==> config.mk <==
export PLATFORM = sky130hd
export DESIGN_NAME = rf_subsys_top
export DESIGN_NICKNAME = d
export VERILOG_FILES = /design/src/common/rf_pkg.sv /design/src/rf_array/rf_16x65.sv /design/src/logic/mbist_ctrl.sv /design/src/logic/mbist_addr_cnt.sv /design/src/logic/mbist_checker.sv /design/src/logic/rf_subsys_top.sv
export SDC_FILE = /design/constraint.sdc
export NUM_CORES = 1
export LEC_CHECK = 0
export ABC_CLOCK_PERIOD_IN_PS = 6500
export BUFFER_PORTS_ARGS = -buffer_cell sky130_fd_sc_hd__buf_2
export CAP_MARGIN = 0
export CORE_MARGIN = 3
export CORE_UTILIZATION = 50
export CTS_BUF_LIST = sky130_fd_sc_hd__clkbuf_4
export DETAILED_ROUTE_END_ITERATION = 8
export GPL_ROUTABILITY_DRIVEN = 0
export PLACE_DENSITY = 0.67
export SYNTH_ARGS = -nofsm -noshare
export SYNTH_HDL_FRONTEND = slang
export SYNTH_SLANG_ARGS = --single-unit
==> constraint.sdc <==
create_clock -name rd_ssclk -period 6.5 [get_ports rd_ssclk]
set_clock_uncertainty 0.1 [all_clocks]
set_input_delay 0.325 -clock rd_ssclk [delete_from_list [all_inputs] [get_ports rd_ssclk]]
set_output_delay 0.325 -clock rd_ssclk [all_outputs]
set_load 0.005 [all_outputs]
==> src/common/rf_pkg.sv <==
// shared sizes and encodings for the 16x65 register file subsystem

package rf_pkg;

   ////////////////////
   // array geometry
   ////////////////////
   localparam int rf_width  = 65;   // bits per entry
   localparam int rf_depth  = 16;   // entries
   localparam int rf_addr_w = 4;    // log2 of depth

   // scan chain through the input flops
   // order from si to so is wr_a, csn_wr, di, csn_rd, rd_a
   localparam int scan_len = rf_addr_w + 1 + rf_width + 1 + rf_addr_w;   // 75

   // sampled read request to valid rd_data
   localparam int rd_latency = 2;

   ////////////////////
   // march engine
   ////////////////////
   // four march elements bracketed by idle and a drain of the read pipe
   typedef enum logic [2:0] {
      idle     = 3'd0,   // waiting for bist_start
      w_bg_up  = 3'd1,   // write background, ascending
      r_bg_up  = 3'd2,   // read background, ascending
      w_inv_dn = 3'd3,   // write inverse, descending
      r_inv_dn = 3'd4,   // read inverse, descending
      drain    = 3'd5,   // let the last reads reach the checker
      done     = 3'd6    // result valid, port back to functional use
   } march_state_t;

endpackage

==> src/rf_array/rf_16x65.sv <==
`timescale 1ns/1ps

// 16x65 register file macro
// all request inputs go through one flop bank that doubles as the scan chain

module rf_16x65 #(
   parameter int RF_WIDTH = 65,
   parameter int RF_DEPTH = 16
) (
   input  logic                         rd_ssclk,
   input  logic                         arst_n,
   input  logic                         csn_rd,        // read select, active low
   input  logic                         csn_wr,        // write select, active low
   input  logic                         hold,          // freeze the input flops
   input  logic                         testmux_sel,   // bypass di_ff to rd_data
   input  logic                         scan_en,       // shift the input flops
   input  logic                         si,
   input  logic [$clog2(RF_DEPTH)-1:0]  rd_a,
   input  logic [$clog2(RF_DEPTH)-1:0]  wr_a,
   input  logic [RF_WIDTH-1:0]          di,
   output logic                         so,
   output logic [RF_WIDTH-1:0]          rd_data,
   output logic [RF_WIDTH-1:0]          listen_out
);

   localparam int AW        = $clog2(RF_DEPTH);
   localparam int CHAIN_LEN = AW + 1 + RF_WIDTH + 1 + AW;

   // chain bit positions, so end is bit 0
   localparam int RD_A_LSB   = 0;
   localparam int CSN_RD_BIT = AW;
   localparam int DI_LSB     = AW + 1;
   localparam int CSN_WR_BIT = AW + 1 + RF_WIDTH;
   localparam int WR_A_LSB   = AW + 2 + RF_WIDTH;

   if (CHAIN_LEN != rf_pkg::scan_len) begin : g_chain_len_chk
      $error("rf_16x65 scan chain length does not match rf_pkg::scan_len");
   end

   logic [AW-1:0]        rd_a_ff;
   logic [AW-1:0]        wr_a_ff;
   logic [RF_WIDTH-1:0]  di_ff;
   logic                 csn_rd_ff;
   logic                 csn_wr_ff;

   logic [CHAIN_LEN-1:0] chain_q;   // current flop bank as one vector
   logic [CHAIN_LEN-1:0] chain_d;   // next value of the bank

   logic [RF_WIDTH-1:0]  mem [RF_DEPTH];
   logic [RF_WIDTH-1:0]  array_out;
   logic                 rd_en;
   logic                 wr_en;

   ////////////////////
   // input flop bank
   ////////////////////
   assign chain_q = {wr_a_ff, csn_wr_ff, di_ff, csn_rd_ff, rd_a_ff};

   always_comb begin
      if (hold) begin
         chain_d = chain_q;                          // recirculate, hold beats scan
      end else if (scan_en) begin
         chain_d = {si, chain_q[CHAIN_LEN-1:1]};     // one bit toward so per cycle
      end else begin
         chain_d = {wr_a, csn_wr, di, csn_rd, rd_a}; // normal capture
      end
   end

   // chip selects come up inactive
   always_ff @(posedge rd_ssclk or negedge arst_n) begin
      if (!arst_n) begin
         csn_rd_ff <= 1'b1;
         csn_wr_ff <= 1'b1;
      end else begin
         csn_rd_ff <= chain_d[CSN_RD_BIT];
         csn_wr_ff <= chain_d[CSN_WR_BIT];
      end
   end

   always_ff @(posedge rd_ssclk) begin
      rd_a_ff <= chain_d[RD_A_LSB +: AW];
      di_ff   <= chain_d[DI_LSB +: RF_WIDTH];
      wr_a_ff <= chain_d[WR_A_LSB +: AW];
   end

   assign so = chain_q[0];   // tail of the chain, rd_a_ff[0]

   ////////////////////
   // storage array
   ////////////////////
   // no array access while the chain is shifting
   assign rd_en = !csn_rd_ff && !scan_en;
   assign wr_en = !csn_wr_ff && !scan_en;

   always_ff @(posedge rd_ssclk) begin
      if (wr_en) begin
         mem[wr_a_ff] <= di_ff;   // one edge after the request was sampled
      end
   end

   // registered read, idle port reads as all ones
   always_ff @(posedge rd_ssclk) begin
      if (rd_en) begin
         array_out <= mem[rd_a_ff];
      end else begin
         array_out <= '1;
      end
   end

   // test bypass shows the flopped write data
   assign rd_data = testmux_sel ? di_ff : array_out;

   // listen register, observes the output one cycle late
   always_ff @(posedge rd_ssclk) begin
      listen_out <= rd_data;
   end

   ////////////////////
   // checks
   ////////////////////
   // same-address read and write in one cycle gives old data on the read,
   // which the macro does not guarantee
   a_rw_collision : assert property (
      @(posedge rd_ssclk) disable iff (!arst_n)
         !(rd_en && wr_en && (rd_a_ff == wr_a_ff))
   ) else $error("rf_16x65: read and write to address %0d in the same cycle", rd_a_ff);

endmodule

==> src/logic/mbist_ctrl.sv <==
`timescale 1ns/1ps

// march sequencer
// w_bg_up, r_bg_up, w_inv_dn, r_inv_dn, then drain until the last compare lands

module mbist_ctrl (
   input  logic                  rd_ssclk,
   input  logic                  arst_n,
   input  logic                  bist_start,   // one cycle pulse
   input  logic                  cnt_last,     // counter at end address
   output rf_pkg::march_state_t  state,
   output logic                  cnt_en,
   output logic                  cnt_down,     // direction for the next load
   output logic                  cnt_load,
   output logic                  bist_csn_rd,
   output logic                  bist_csn_wr,
   output logic                  bist_busy,
   output logic                  bist_done
);

   localparam int DRAIN_W = $clog2(rf_pkg::rd_latency + 1);

   rf_pkg::march_state_t state_d;
   logic [DRAIN_W-1:0]   drain_cnt;   // cycles spent in drain
   logic                 drain_end;

   assign drain_end = (drain_cnt == DRAIN_W'(rf_pkg::rd_latency));

   ////////////////////
   // next state
   ////////////////////
   always_comb begin
      state_d  = state;
      cnt_load = 1'b0;
      cnt_down = 1'b0;
      case (state)
         rf_pkg::idle, rf_pkg::done: begin
            if (bist_start) begin   // rerun allowed from done
               state_d  = rf_pkg::w_bg_up;
               cnt_load = 1'b1;     // start at address 0
            end
         end
         rf_pkg::w_bg_up: begin
            if (cnt_last) begin
               state_d  = rf_pkg::r_bg_up;
               cnt_load = 1'b1;
            end
         end
         rf_pkg::r_bg_up: begin
            if (cnt_last) begin
               state_d  = rf_pkg::w_inv_dn;
               cnt_load = 1'b1;
               cnt_down = 1'b1;     // descending from the top address
            end
         end
         rf_pkg::w_inv_dn: begin
            if (cnt_last) begin
               state_d  = rf_pkg::r_inv_dn;
               cnt_load = 1'b1;
               cnt_down = 1'b1;
            end
         end
         rf_pkg::r_inv_dn: begin
            if (cnt_last) state_d = rf_pkg::drain;
         end
         rf_pkg::drain: begin
            if (drain_end) state_d = rf_pkg::done;   // rd_latency+1 cycles
         end
         default: state_d = rf_pkg::idle;
      endcase
   end

   always_ff @(posedge rd_ssclk or negedge arst_n) begin
      if (!arst_n) begin
         state     <= rf_pkg::idle;
         drain_cnt <= '0;
      end else begin
         state <= state_d;
         if (state == rf_pkg::drain) drain_cnt <= drain_cnt + 1'b1;
         else                        drain_cnt <= '0;
      end
   end

   ////////////////////
   // port controls
   ////////////////////
   assign cnt_en      = (state == rf_pkg::w_bg_up)  || (state == rf_pkg::r_bg_up) ||
                        (state == rf_pkg::w_inv_dn) || (state == rf_pkg::r_inv_dn);
   assign bist_csn_wr = !((state == rf_pkg::w_bg_up) || (state == rf_pkg::w_inv_dn));
   assign bist_csn_rd = !((state == rf_pkg::r_bg_up) || (state == rf_pkg::r_inv_dn));
   assign bist_busy   = (state != rf_pkg::idle) && (state != rf_pkg::done);
   assign bist_done   = (state == rf_pkg::done);

   // fixed run length from start to done
   a_run_length : assert property (
      @(posedge rd_ssclk) disable iff (!arst_n)
         $rose(bist_busy) |-> ##(4 * rf_pkg::rf_depth + rf_pkg::rd_latency + 1) $rose(bist_done)
   ) else $error("mbist_ctrl: march did not finish in the expected cycle count");

endmodule

==> src/logic/mbist_addr_cnt.sv <==
`timescale 1ns/1ps

// march address counter
// direction is latched at load so cnt_last never depends on the live request

module mbist_addr_cnt #(
   parameter int ADDR_W = 4
) (
   input  logic              rd_ssclk,
   input  logic              arst_n,
   input  logic              cnt_en,     // step one address
   input  logic              cnt_down,   // direction, sampled on load
   input  logic              cnt_load,   // jump to the start of an element
   output logic [ADDR_W-1:0] addr,
   output logic              cnt_last
);

   logic dir_dn;   // current element counts down

   always_ff @(posedge rd_ssclk or negedge arst_n) begin
      if (!arst_n) begin
         addr   <= '0;
         dir_dn <= 1'b0;
      end else if (cnt_load) begin
         addr   <= cnt_down ? '1 : '0;   // top address or zero
         dir_dn <= cnt_down;
      end else if (cnt_en) begin
         if (dir_dn) addr <= addr - 1'b1;
         else        addr <= addr + 1'b1;
      end
   end

   // end address for the direction in use
   assign cnt_last = dir_dn ? (addr == '0) : (addr == '1);

endmodule

==> src/logic/mbist_checker.sv <==
`timescale 1ns/1ps

// pattern source and read compare for the march
// expected data rides a rd_latency deep pipe beside the array read

module mbist_checker (
   input  logic                          rd_ssclk,
   input  logic                          arst_n,
   input  rf_pkg::march_state_t          state,
   input  logic [rf_pkg::rf_addr_w-1:0]  addr,
   input  logic [rf_pkg::rf_width-1:0]   bg_pattern,
   input  logic [rf_pkg::rf_width-1:0]   rd_data,
   input  logic                          bist_csn_rd,
   output logic [rf_pkg::rf_width-1:0]   wdata,
   output logic                          bist_fail,
   output logic [rf_pkg::rf_addr_w-1:0]  fail_addr
);

   localparam int LAT = rf_pkg::rd_latency;

   logic [rf_pkg::rf_width-1:0]  exp_pipe  [LAT];
   logic [rf_pkg::rf_addr_w-1:0] addr_pipe [LAT];
   logic [LAT-1:0]               vld_pipe;   // read issued at that stage
   logic                         inv_elem;
   logic                         mismatch;

   // inverse elements write and expect ~bg_pattern
   assign inv_elem = (state == rf_pkg::w_inv_dn) || (state == rf_pkg::r_inv_dn);
   assign wdata    = inv_elem ? ~bg_pattern : bg_pattern;

   ////////////////////
   // compare pipe
   ////////////////////
   always_ff @(posedge rd_ssclk) begin
      exp_pipe[0]  <= wdata;   // stage 0 lines up with the rf input flops
      addr_pipe[0] <= addr;
      for (int i = 1; i < LAT; i++) begin
         exp_pipe[i]  <= exp_pipe[i-1];
         addr_pipe[i] <= addr_pipe[i-1];
      end
   end

   always_ff @(posedge rd_ssclk or negedge arst_n) begin
      if (!arst_n) begin
         vld_pipe <= '0;
      end else begin
         vld_pipe[0] <= !bist_csn_rd;
         for (int i = 1; i < LAT; i++) vld_pipe[i] <= vld_pipe[i-1];
      end
   end

   assign mismatch = vld_pipe[LAT-1] && (rd_data != exp_pipe[LAT-1]);

   // sticky fail, first address wins, cleared as a new run starts
   always_ff @(posedge rd_ssclk or negedge arst_n) begin
      if (!arst_n) begin
         bist_fail <= 1'b0;
         fail_addr <= '0;
      end else if (state == rf_pkg::w_bg_up) begin
         bist_fail <= 1'b0;
         fail_addr <= '0;
      end else if (mismatch && !bist_fail) begin
         bist_fail <= 1'b1;
         fail_addr <= addr_pipe[LAT-1];
      end
   end

endmodule

==> src/logic/rf_subsys_top.sv <==
`timescale 1ns/1ps

// register file with march self-test
// the engine takes over the rf request port while bist_busy is high

module rf_subsys_top #(
   parameter int RF_WIDTH = rf_pkg::rf_width,
   parameter int RF_DEPTH = rf_pkg::rf_depth,
   parameter int ADDR_W   = rf_pkg::rf_addr_w
) (
   input  logic                rd_ssclk,
   input  logic                arst_n,
   input  logic                csn_rd,
   input  logic                csn_wr,
   input  logic [ADDR_W-1:0]   rd_a,
   input  logic [ADDR_W-1:0]   wr_a,
   input  logic [RF_WIDTH-1:0] di,
   input  logic                hold,
   input  logic                testmux_sel,
   input  logic                scan_en,
   input  logic                si,
   input  logic                bist_start,
   input  logic [RF_WIDTH-1:0] bg_pattern,
   output logic [RF_WIDTH-1:0] rd_data,
   output logic [RF_WIDTH-1:0] listen_out,
   output logic                so,
   output logic                bist_busy,
   output logic                bist_done,
   output logic                bist_fail,
   output logic [ADDR_W-1:0]   fail_addr
);

   rf_pkg::march_state_t state;
   logic                 cnt_en;
   logic                 cnt_down;
   logic                 cnt_load;
   logic                 cnt_last;
   logic                 bist_csn_rd;
   logic                 bist_csn_wr;
   logic [ADDR_W-1:0]    bist_addr;    // shared by read and write
   logic [RF_WIDTH-1:0]  bist_wdata;

   // selected request into the macro
   logic                 rf_csn_rd;
   logic                 rf_csn_wr;
   logic [ADDR_W-1:0]    rf_rd_a;
   logic [ADDR_W-1:0]    rf_wr_a;
   logic [RF_WIDTH-1:0]  rf_di;

   ////////////////////
   // port mux
   ////////////////////
   assign rf_csn_rd = bist_busy ? bist_csn_rd : csn_rd;
   assign rf_csn_wr = bist_busy ? bist_csn_wr : csn_wr;
   assign rf_rd_a   = bist_busy ? bist_addr   : rd_a;
   assign rf_wr_a   = bist_busy ? bist_addr   : wr_a;
   assign rf_di     = bist_busy ? bist_wdata  : di;

   mbist_ctrl u_ctrl (
      .rd_ssclk   (rd_ssclk),
      .arst_n     (arst_n),
      .bist_start (bist_start),
      .cnt_last   (cnt_last),
      .state      (state),
      .cnt_en     (cnt_en),
      .cnt_down   (cnt_down),
      .cnt_load   (cnt_load),
      .bist_csn_rd(bist_csn_rd),
      .bist_csn_wr(bist_csn_wr),
      .bist_busy  (bist_busy),
      .bist_done  (bist_done)
   );

   mbist_addr_cnt #(.ADDR_W(ADDR_W)) u_addr_cnt (
      .rd_ssclk(rd_ssclk),
      .arst_n  (arst_n),
      .cnt_en  (cnt_en),
      .cnt_down(cnt_down),
      .cnt_load(cnt_load),
      .addr    (bist_addr),
      .cnt_last(cnt_last)
   );

   mbist_checker u_checker (
      .rd_ssclk   (rd_ssclk),
      .arst_n     (arst_n),
      .state      (state),
      .addr       (bist_addr),
      .bg_pattern (bg_pattern),
      .rd_data    (rd_data),     // compared at the macro output
      .bist_csn_rd(bist_csn_rd),
      .wdata      (bist_wdata),
      .bist_fail  (bist_fail),
      .fail_addr  (fail_addr)
   );

   rf_16x65 #(.RF_WIDTH(RF_WIDTH), .RF_DEPTH(RF_DEPTH)) u_rf (
      .rd_ssclk   (rd_ssclk),
      .arst_n     (arst_n),
      .csn_rd     (rf_csn_rd),
      .csn_wr     (rf_csn_wr),
      .hold       (hold),
      .testmux_sel(testmux_sel),
      .scan_en    (scan_en),
      .si         (si),
      .rd_a       (rf_rd_a),
      .wr_a       (rf_wr_a),
      .di         (rf_di),
      .so         (so),
      .rd_data    (rd_data),
      .listen_out (listen_out)
   );

endmodule

==> flow_metrics.py, run 1 <==
metrics = {
    "finish": {
        "stdcell_area_um2": 62480,
        "nets": 3505,
        "final_common_cell": "edfxtp_1",
        "area_growth_pct": 20.85,
        "drive_gt1_frac": 0.3609,
        "post-route-util": 0.6115,
        "layout_common_cells": "edfxtp_1, clkbuf_4, mux4_2, dlygate4sd3_1, buf_2",
    },
    "power_and_ir_drop": {
        "cellLeakagePower_nw": 22.01,
        "worst_ir_drop_vdd_mv": 0.2041,
        "p_per_area_nw_per_um2": 390.5,
    },
    "yosys": {
        "synth-edff-count": 1113,
        "ys_seq_elements": 1400,
        "ys_seq_area_frac": 0.7594,
        "synthesis.area_um2": 51700,
        "ys_warn_count": 0,
        "synthFlopType": "edfxtp_1",
        "yosysUniqueCellTypes": 45,
        "avgSynthCellArea_um2": 20.79,
        "syn_nets": 2638,
        "syn_inst": 2487,
        "async_flop_share": 0.01357,
    },
    "detailed_routing": {
        "wire_per_inst_um": 27.67,
        "vias": 28880,
        "drtAntennaViolNets": 0,
        "routed_wl_um": 138900,
        "wl_met3_um": 12630,
        "drt_iter0_drc": 3088,
        "drc": 0,
        "dr_wl_met2_um": 68390,
        "viasPerCell": 5.754,
        "drt-pass1-iter-count": 5,
        "wl_met1_um": 53870,
        "route.top_layer_used": "met4",
    },
    "critical_path": {
        "crit_arrival_ns": 4.13,
        "r2r_slack_ns": 2.45,
        "r2r-start": "u_ctrl.state[2]",
        "crit_type": "reg -> out",
        "r2r_cells": 7,
        "cp-end-kind": "output port",
        "r2r_end": "u_rf.di_ff[61]",
        "cp_data_required_time_ns": 6.07,
        "critical_path_peak_fanout": 37,
        "cp-start-kind": "register",
    },
    "cts": {
        "cts_buffer_depth": 4,
        "h-tree-depth": 5,
        "insertion_delay_ns": 1.20,
        "cts_made_buffers": 361,
        "cts_tree": "built",
        "root_buffer": "clkbuf_4",
        "clk_pin_slew_worst_paths_ns": 0.08,
        "numClockSinks": 1400,
    },
    "grt": {
        "grt_max_degree": 154,
        "grt_first_pass_wirelength_um": 201600,
        "antenna_found_initial": 6,
        "grt_usage": 0.2602,
        "gr-total-overflow": 0,
        "first_global_vias": 30270,
    },
    "sta": {
        "grt_setup_unrepaired": "no",
        "max_slew.worst_pin.slew_ns": 1.201,
        "drv_slew": 0,
        "finalHoldViolCount": 0,
        "relSlewSlack": 0.1972,
        "max_freq_ghz": 0.2194,
        "setup_violations": 0,
        "min_period_over_period": 0.7012,
        "timing.setup.tns_ns": 0,
        "setup_ws_ns": 1.942,
        "fin_crit_ns": 4.558,
    },
    "placed_design": {
        "portBuffers": 284,
        "place_hpwl_um": 73160,
        "dp_slack_ns": 2.516,
        "placed_cell_area_um2": 54810,
    },
    "min_path": {
        "hold_path.class": "in -> reg",
        "hold_start": "di[34]",
        "min_path_cells": 4,
        "hold_end": "u_rf.di_ff[34]",
    },
    "floorplan": {
        "dieArea_um2": 107300,
        "top_level_ports": 285,
        "fp.dieW_um": 327.6,
        "fp.dieH_um": 327.6,
        "rows": 117,
        "start_util": 0.5060,
        "core_area_um2": 102200,
    },
    "run_status": {
        "run_status": "completed",
    },
    "run": {
        "maxCapViolations": 0,
    },
}
-- Yosys cell counts, drive strengths merged (4+ instances only) --
cell | n | area (µm²)
xnor2 | 4 | 35.03
or3 | 65 | 406.6
o21ai | 82 | 410.4
mux4 | 325 | 7320
mux2 | 66 | 747.0
dfrtp | 17 | 425.4
buf | 55 | 350.3
nor4 | 14 | 87.58
nand4 | 4 | 25.02
o22a | 4 | 35.03
edfxtp | 1113 | 33420
a21oi | 16 | 83.83
nor2 | 32 | 120.1
nor2b | 4 | 25.02
inv | 9 | 33.78
nand2b | 4 | 25.02
nand2 | 94 | 352.8
mux2i | 71 | 710.7
xor2 | 128 | 1121
dfxtp | 268 | 5365
nor3 | 8 | 50.05
clkbuf | 76 | 285.3
-- state kept, by name, summed over array words and instances, names as in the netlist, 8 cells and up --
| signal | flops |
|---|---|
| u_rf.mem | 1040 |
| u_checker.addr_pipe | 8 |
| u_rf.array_out | 65 |
| u_checker.exp_pipe | 130 |
| u_rf.listen_out | 65 |
| u_rf.di_ff | 65 |
-- cell type report --
type,count,area (µm²)
antenna,10,25.02
clock buffer,541,4061
clock inverter,109,590.6
fill,7214,39700
inverter,10,41.29
multi-input combinational,946,11890
sequential,1400,39270
tap,1368,1712
timing repair buffer,635,4903
-- power breakdown --
part	internal (mW)	switching, mW
clock network	4.05	3.49
logic	2.06	2.68
registers	11.2	0.932
total	17.3	7.11
-- worst max path at each step --
stage / from / endpoint / slack (ns) / depth (start not counted)
2_1_floorplan: scan_en / u_rf.mem[3][0] / 0.43 / 5
3_3_place_gp: testmux_sel / u_checker.fail_addr[3] / 2.55 / 9
3_5_place_dp: testmux_sel / u_checker.fail_addr[1] / 2.52 / 9
4_1_cts: u_ctrl.state[2] / bist_busy / 1.98 / 5
5_1_grt: u_ctrl.state[2] / bist_busy / 1.65 / 5
6_report: u_ctrl.state[2] / bist_busy / 1.94 / 5
-- per-stage QoR --
stage                     instances  total power, mW  hold slack [ns]
after floorplan                2487            14.76         -0.07059
after global placement         4059            16.65           0.2104
after detailed placement       4059            16.79           0.2121
after CTS                      5009            24.48          0.01615
after global routing           5016            25.43          0.04668
final                          5019            24.40           0.1425
-- repair_timing --
action | in CTS | in global routing
hold buffers | 300 | 0
hold endpoints to repair | 248 | 0
setup buffers | 0 | 0
resized for setup | 0 | 0
-- logic make-up (layout without fill, tap and decap cells) --
| family | count (synthesis) | in the layout | share of synthesized area |
|---|---|---|---|
| xor gates and xnor gates | 132 | 132 | 0.02236 |
| other | 0 | 10 | 0 |
| adders and majority gates | 4 | 4 | 0.001113 |
| muxes | 462 | 462 | 0.1698 |
| AOI/OAI and AO/OA | 111 | 111 | 0.01159 |
| and+or+nand+nor | 237 | 237 | 0.02272 |
| DFF | 1400 | 1400 | 0.7594 |
| buffers and inverters | 141 | 1295 | 0.01302 |
-- metal layers --
metal / vias to the layer above / global-route usage
met5: - / 0
met4: 0 / 0.09922
met3: 240 / 0.05902
li1: 12000 / -
met2: 1554 / 0.4186
met1: 15090 / 0.3501
-- critical path, cell delays in order (launching register included) --
cell     delay [ns]
dfrtp_1        0.76
xor2_1         0.20
nor2_1         0.70
inv_4          0.44
buf_4          0.53
buf_2          0.26
Note: power is estimated with default switching activity, not from simulation.
==> inputs of run 2 (changes only) <==
--- a/config.mk
+++ b/config.mk
@@ -5,7 +5,7 @@
 export SDC_FILE = /design/constraint.sdc
 export NUM_CORES = 1
 export LEC_CHECK = 0
-export ABC_CLOCK_PERIOD_IN_PS = 6500
+export ABC_CLOCK_PERIOD_IN_PS = 3970
 export BUFFER_PORTS_ARGS = -buffer_cell sky130_fd_sc_hd__buf_2
 export CAP_MARGIN = 0
 export CORE_MARGIN = 3
@@ -13,7 +13,7 @@
 export CTS_BUF_LIST = sky130_fd_sc_hd__clkbuf_4
 export DETAILED_ROUTE_END_ITERATION = 8
 export GPL_ROUTABILITY_DRIVEN = 0
-export PLACE_DENSITY = 0.67
+export PLACE_DENSITY = 0.7
 export SYNTH_ARGS = -nofsm -noshare
 export SYNTH_HDL_FRONTEND = slang
 export SYNTH_SLANG_ARGS = --single-unit
==> constraint.sdc (replaced) <==
create_clock -name rd_ssclk -period 3.97 [get_ports rd_ssclk]
set_clock_uncertainty 0.1 [all_clocks]
set_input_delay 0.1985 -clock rd_ssclk [delete_from_list [all_inputs] [get_ports rd_ssclk]]
set_output_delay 0.1985 -clock rd_ssclk [all_outputs]
set_load 0.005 [all_outputs]
==> flow_metrics.py, run 2 (synthesized netlist as in run 1, its figures left out) <==
metrics = {
    "critical_path": {
        "startpoint": "u_ctrl.state[0]",
        "critical_path_peak_fanout": 18,
        "cp_data_required_time_ns": 4.91,
        "crit_path_max_incr_delay_ns": 0.66,
        "crit_chain": "nand2_1 > o21ai_4 > buf_4 > xor2_1 > buf_4 > mux2i_1 > dlygate4sd3_1 > o21ai_0 > dlygate4sd3_1",
        "crit_arrival_ns": 4.73,
        "r2r-start": "u_ctrl.state[0]",
        "cp-start-kind": "register",
        "cp-end-kind": "register",
        "r2r_slack_ns": 0.18,
        "critPathCapture": "u_rf.di_ff[18]",
        "r2r_end": "u_rf.di_ff[18]",
        "critPathSlowestCell": "dfrtp_1",
        "crit_type": "reg -> reg",
        "r2r_cells": 9,
    },
    "floorplan": {
        "fp.dieH_um": 327.6,
        "dieArea_um2": 107300,
        "rows": 117,
        "core_area_um2": 102200,
        "fp.dieW_um": 327.6,
        "start_util": 0.5060,
        "top_level_ports": 285,
    },
    "detailed_routing": {
        "drc": 0,
        "vias": 29210,
        "viasPerCell": 5.742,
        "drt_iter0_drc": 3727,
        "drtAntennaViolNets": 0,
        "wire_per_inst_um": 27.49,
        "routed_wl_um": 139800,
        "drt-pass1-iter-count": 5,
    },
    "grt": {
        "first_global_vias": 30860,
        "grt_max_degree": 126,
        "antenna_found_initial": 4,
        "grt_busiest_layer": "met2",
        "grt_usage": 0.2625,
        "grt_first_pass_wirelength_um": 203400,
        "use_met1": 0.3557,
        "gr-total-overflow": 0,
        "met3_usage": 0.07151,
        "grt.met2_usage": 0.4129,
    },
    "sta": {
        "setup_violations": 0,
        "grt_setup_unrepaired": "no",
        "finalHoldViolCount": 0,
        "fin_hold_ws_ns": 0.1159,
        "max_slew.worst_pin.slew_ns": 1.093,
        "fin_crit_ns": 3.793,
        "max_freq_ghz": 0.2637,
        "drv_slew": 0,
        "relSlewSlack": 0.2711,
        "min_period_over_period": 0.9553,
    },
    "power_and_ir_drop": {
        "p_per_area_nw_per_um2": 639.3,
        "total_power_mw": 40.60,
        "cellLeakagePower_nw": 22.51,
        "worst_ir_drop_vdd_mv": 0.4711,
    },
    "finish": {
        "final_common_cell": "edfxtp_1",
        "drive_gt1_frac": 0.3657,
        "n_fill_cell": 7086,
        "largest_reg_flops": 1040,
        "stdcell_area_um2": 63510,
        "seqCellArea_um2": 39270,
        "nets": 3586,
        "reg_top3": "u_rf.mem x1040, u_checker.exp_pipe x130",
        "multi_input_area_um2": 11910,
        "layout_common_cells": "edfxtp_1, clkbuf_4, dlygate4sd3_1, mux4_2, buf_2",
        "regMostFlops": "u_rf.mem",
        "area_growth_pct": 22.83,
    },
    "cts": {
        "cts_made_buffers": 361,
        "h-tree-depth": 5,
        "cts_tree": "built",
        "root_buffer": "clkbuf_4",
        "insertion_delay_ns": 1.18,
        "clk_pin_slew_worst_paths_ns": 0.07,
        "post_cts_buffers": 0,
        "numClockSinks": 1400,
        "cts_buffer_depth": 4,
    },
    "run": {
        "maxCapViolations": 0,
    },
    "placed_design": {
        "place_hpwl_um": 74540,
        "placed_cell_area_um2": 55190,
        "portBuffers": 284,
    },
    "min_path": {
        "hold_path.class": "in -> async",
    },
    "run_status": {
        "run_status": "completed",
    },
}
## run 2: changes by cell type in the layout (fill, tap and decap cells not counted), sizes merged
cell / previous run / this run
buf: 335 / 356
bufinv: 6 / 7
clkinvlp: 2 / 3
clkbuf: 541 / 555
clkinv: 97 / 70
dlygate4sd3: 300 / 360
diode: 10 / 8
## run 2: layout make-up
class | count | area share
flip-flops and latches | 1400 | 0.6183
multi-input cells | 946 | 0.1876
repair buffers | 716 | 0.09230
clock buffers | 555 | 0.06560
well taps | 1368 | 0.02695
clock inverters | 84 | 0.008333
inverters | 10 | 0.0006698
diodes | 8 | 0.0003152
## run 2: worst min path at each step
| stage | from | to |
|---|---|---|
| after floorplan | arst_n | u_addr_cnt.addr[0] |
| after global placement | arst_n | u_ctrl.drain_cnt[0] |
| after detailed placement | arst_n | u_ctrl.drain_cnt[0] |
| after CTS | bist_start | u_addr_cnt.dir_dn |
| after global routing | testmux_sel | u_rf.listen_out[1] |
| final | arst_n | u_ctrl.state[2] |
## run 2: critical path, delay by kind of cell (launching register included)
family / cells / cell delay, ns
mux: 1 / 0.10
flops: 1 / 0.66
compound gates: 2 / 0.71
simple gates: 1 / 0.17
buf+inv: 4 / 1.69
xor+xnor: 1 / 0.21
## run 2: routing by layer
metal  part of all wire  wire length (µm)  vias to the layer above
met5                  0                 0                        -
met4              0.028              3941                        0
met3               0.11             15120                      243
met2               0.48             67650                     1762
met1               0.38             53120                    15080
li1                   -                 -                    12120
## run 2: power by group
group / switching (mW) / internal (mW)
Clock: 5.65 / 6.81
Combinational: 4.47 / 3.75
Sequential: 1.62 / 18.3
## run 2: metrics by stage
| stage | util | setup slack [ns] | std cells | TNS [ns] |
|---|---|---|---|---|
| 2_1_floorplan | - | -0.2373 | 2487 | -141.28 |
| 3_3_place_gp | 0.5401 | 0.8292 | 4080 | 0 |
| 3_5_place_dp | 0.5401 | 0.8835 | 4080 | 0 |
| 4_1_cts | 0.6213 | 0.1559 | 5079 | 0 |
| 5_1_grt | 0.6215 | 0.01040 | 5087 | 0 |
| 6_report | 0.6215 | 0.1773 | 5087 | 0 |
## run 2: what timing repair did
item / in CTS / in global routing
setup endpoints to repair: 0 / 1
endpoints found under the hold margin: 589 / 0
hold buffers: 360 / 0
resized for setup: 0 / 1
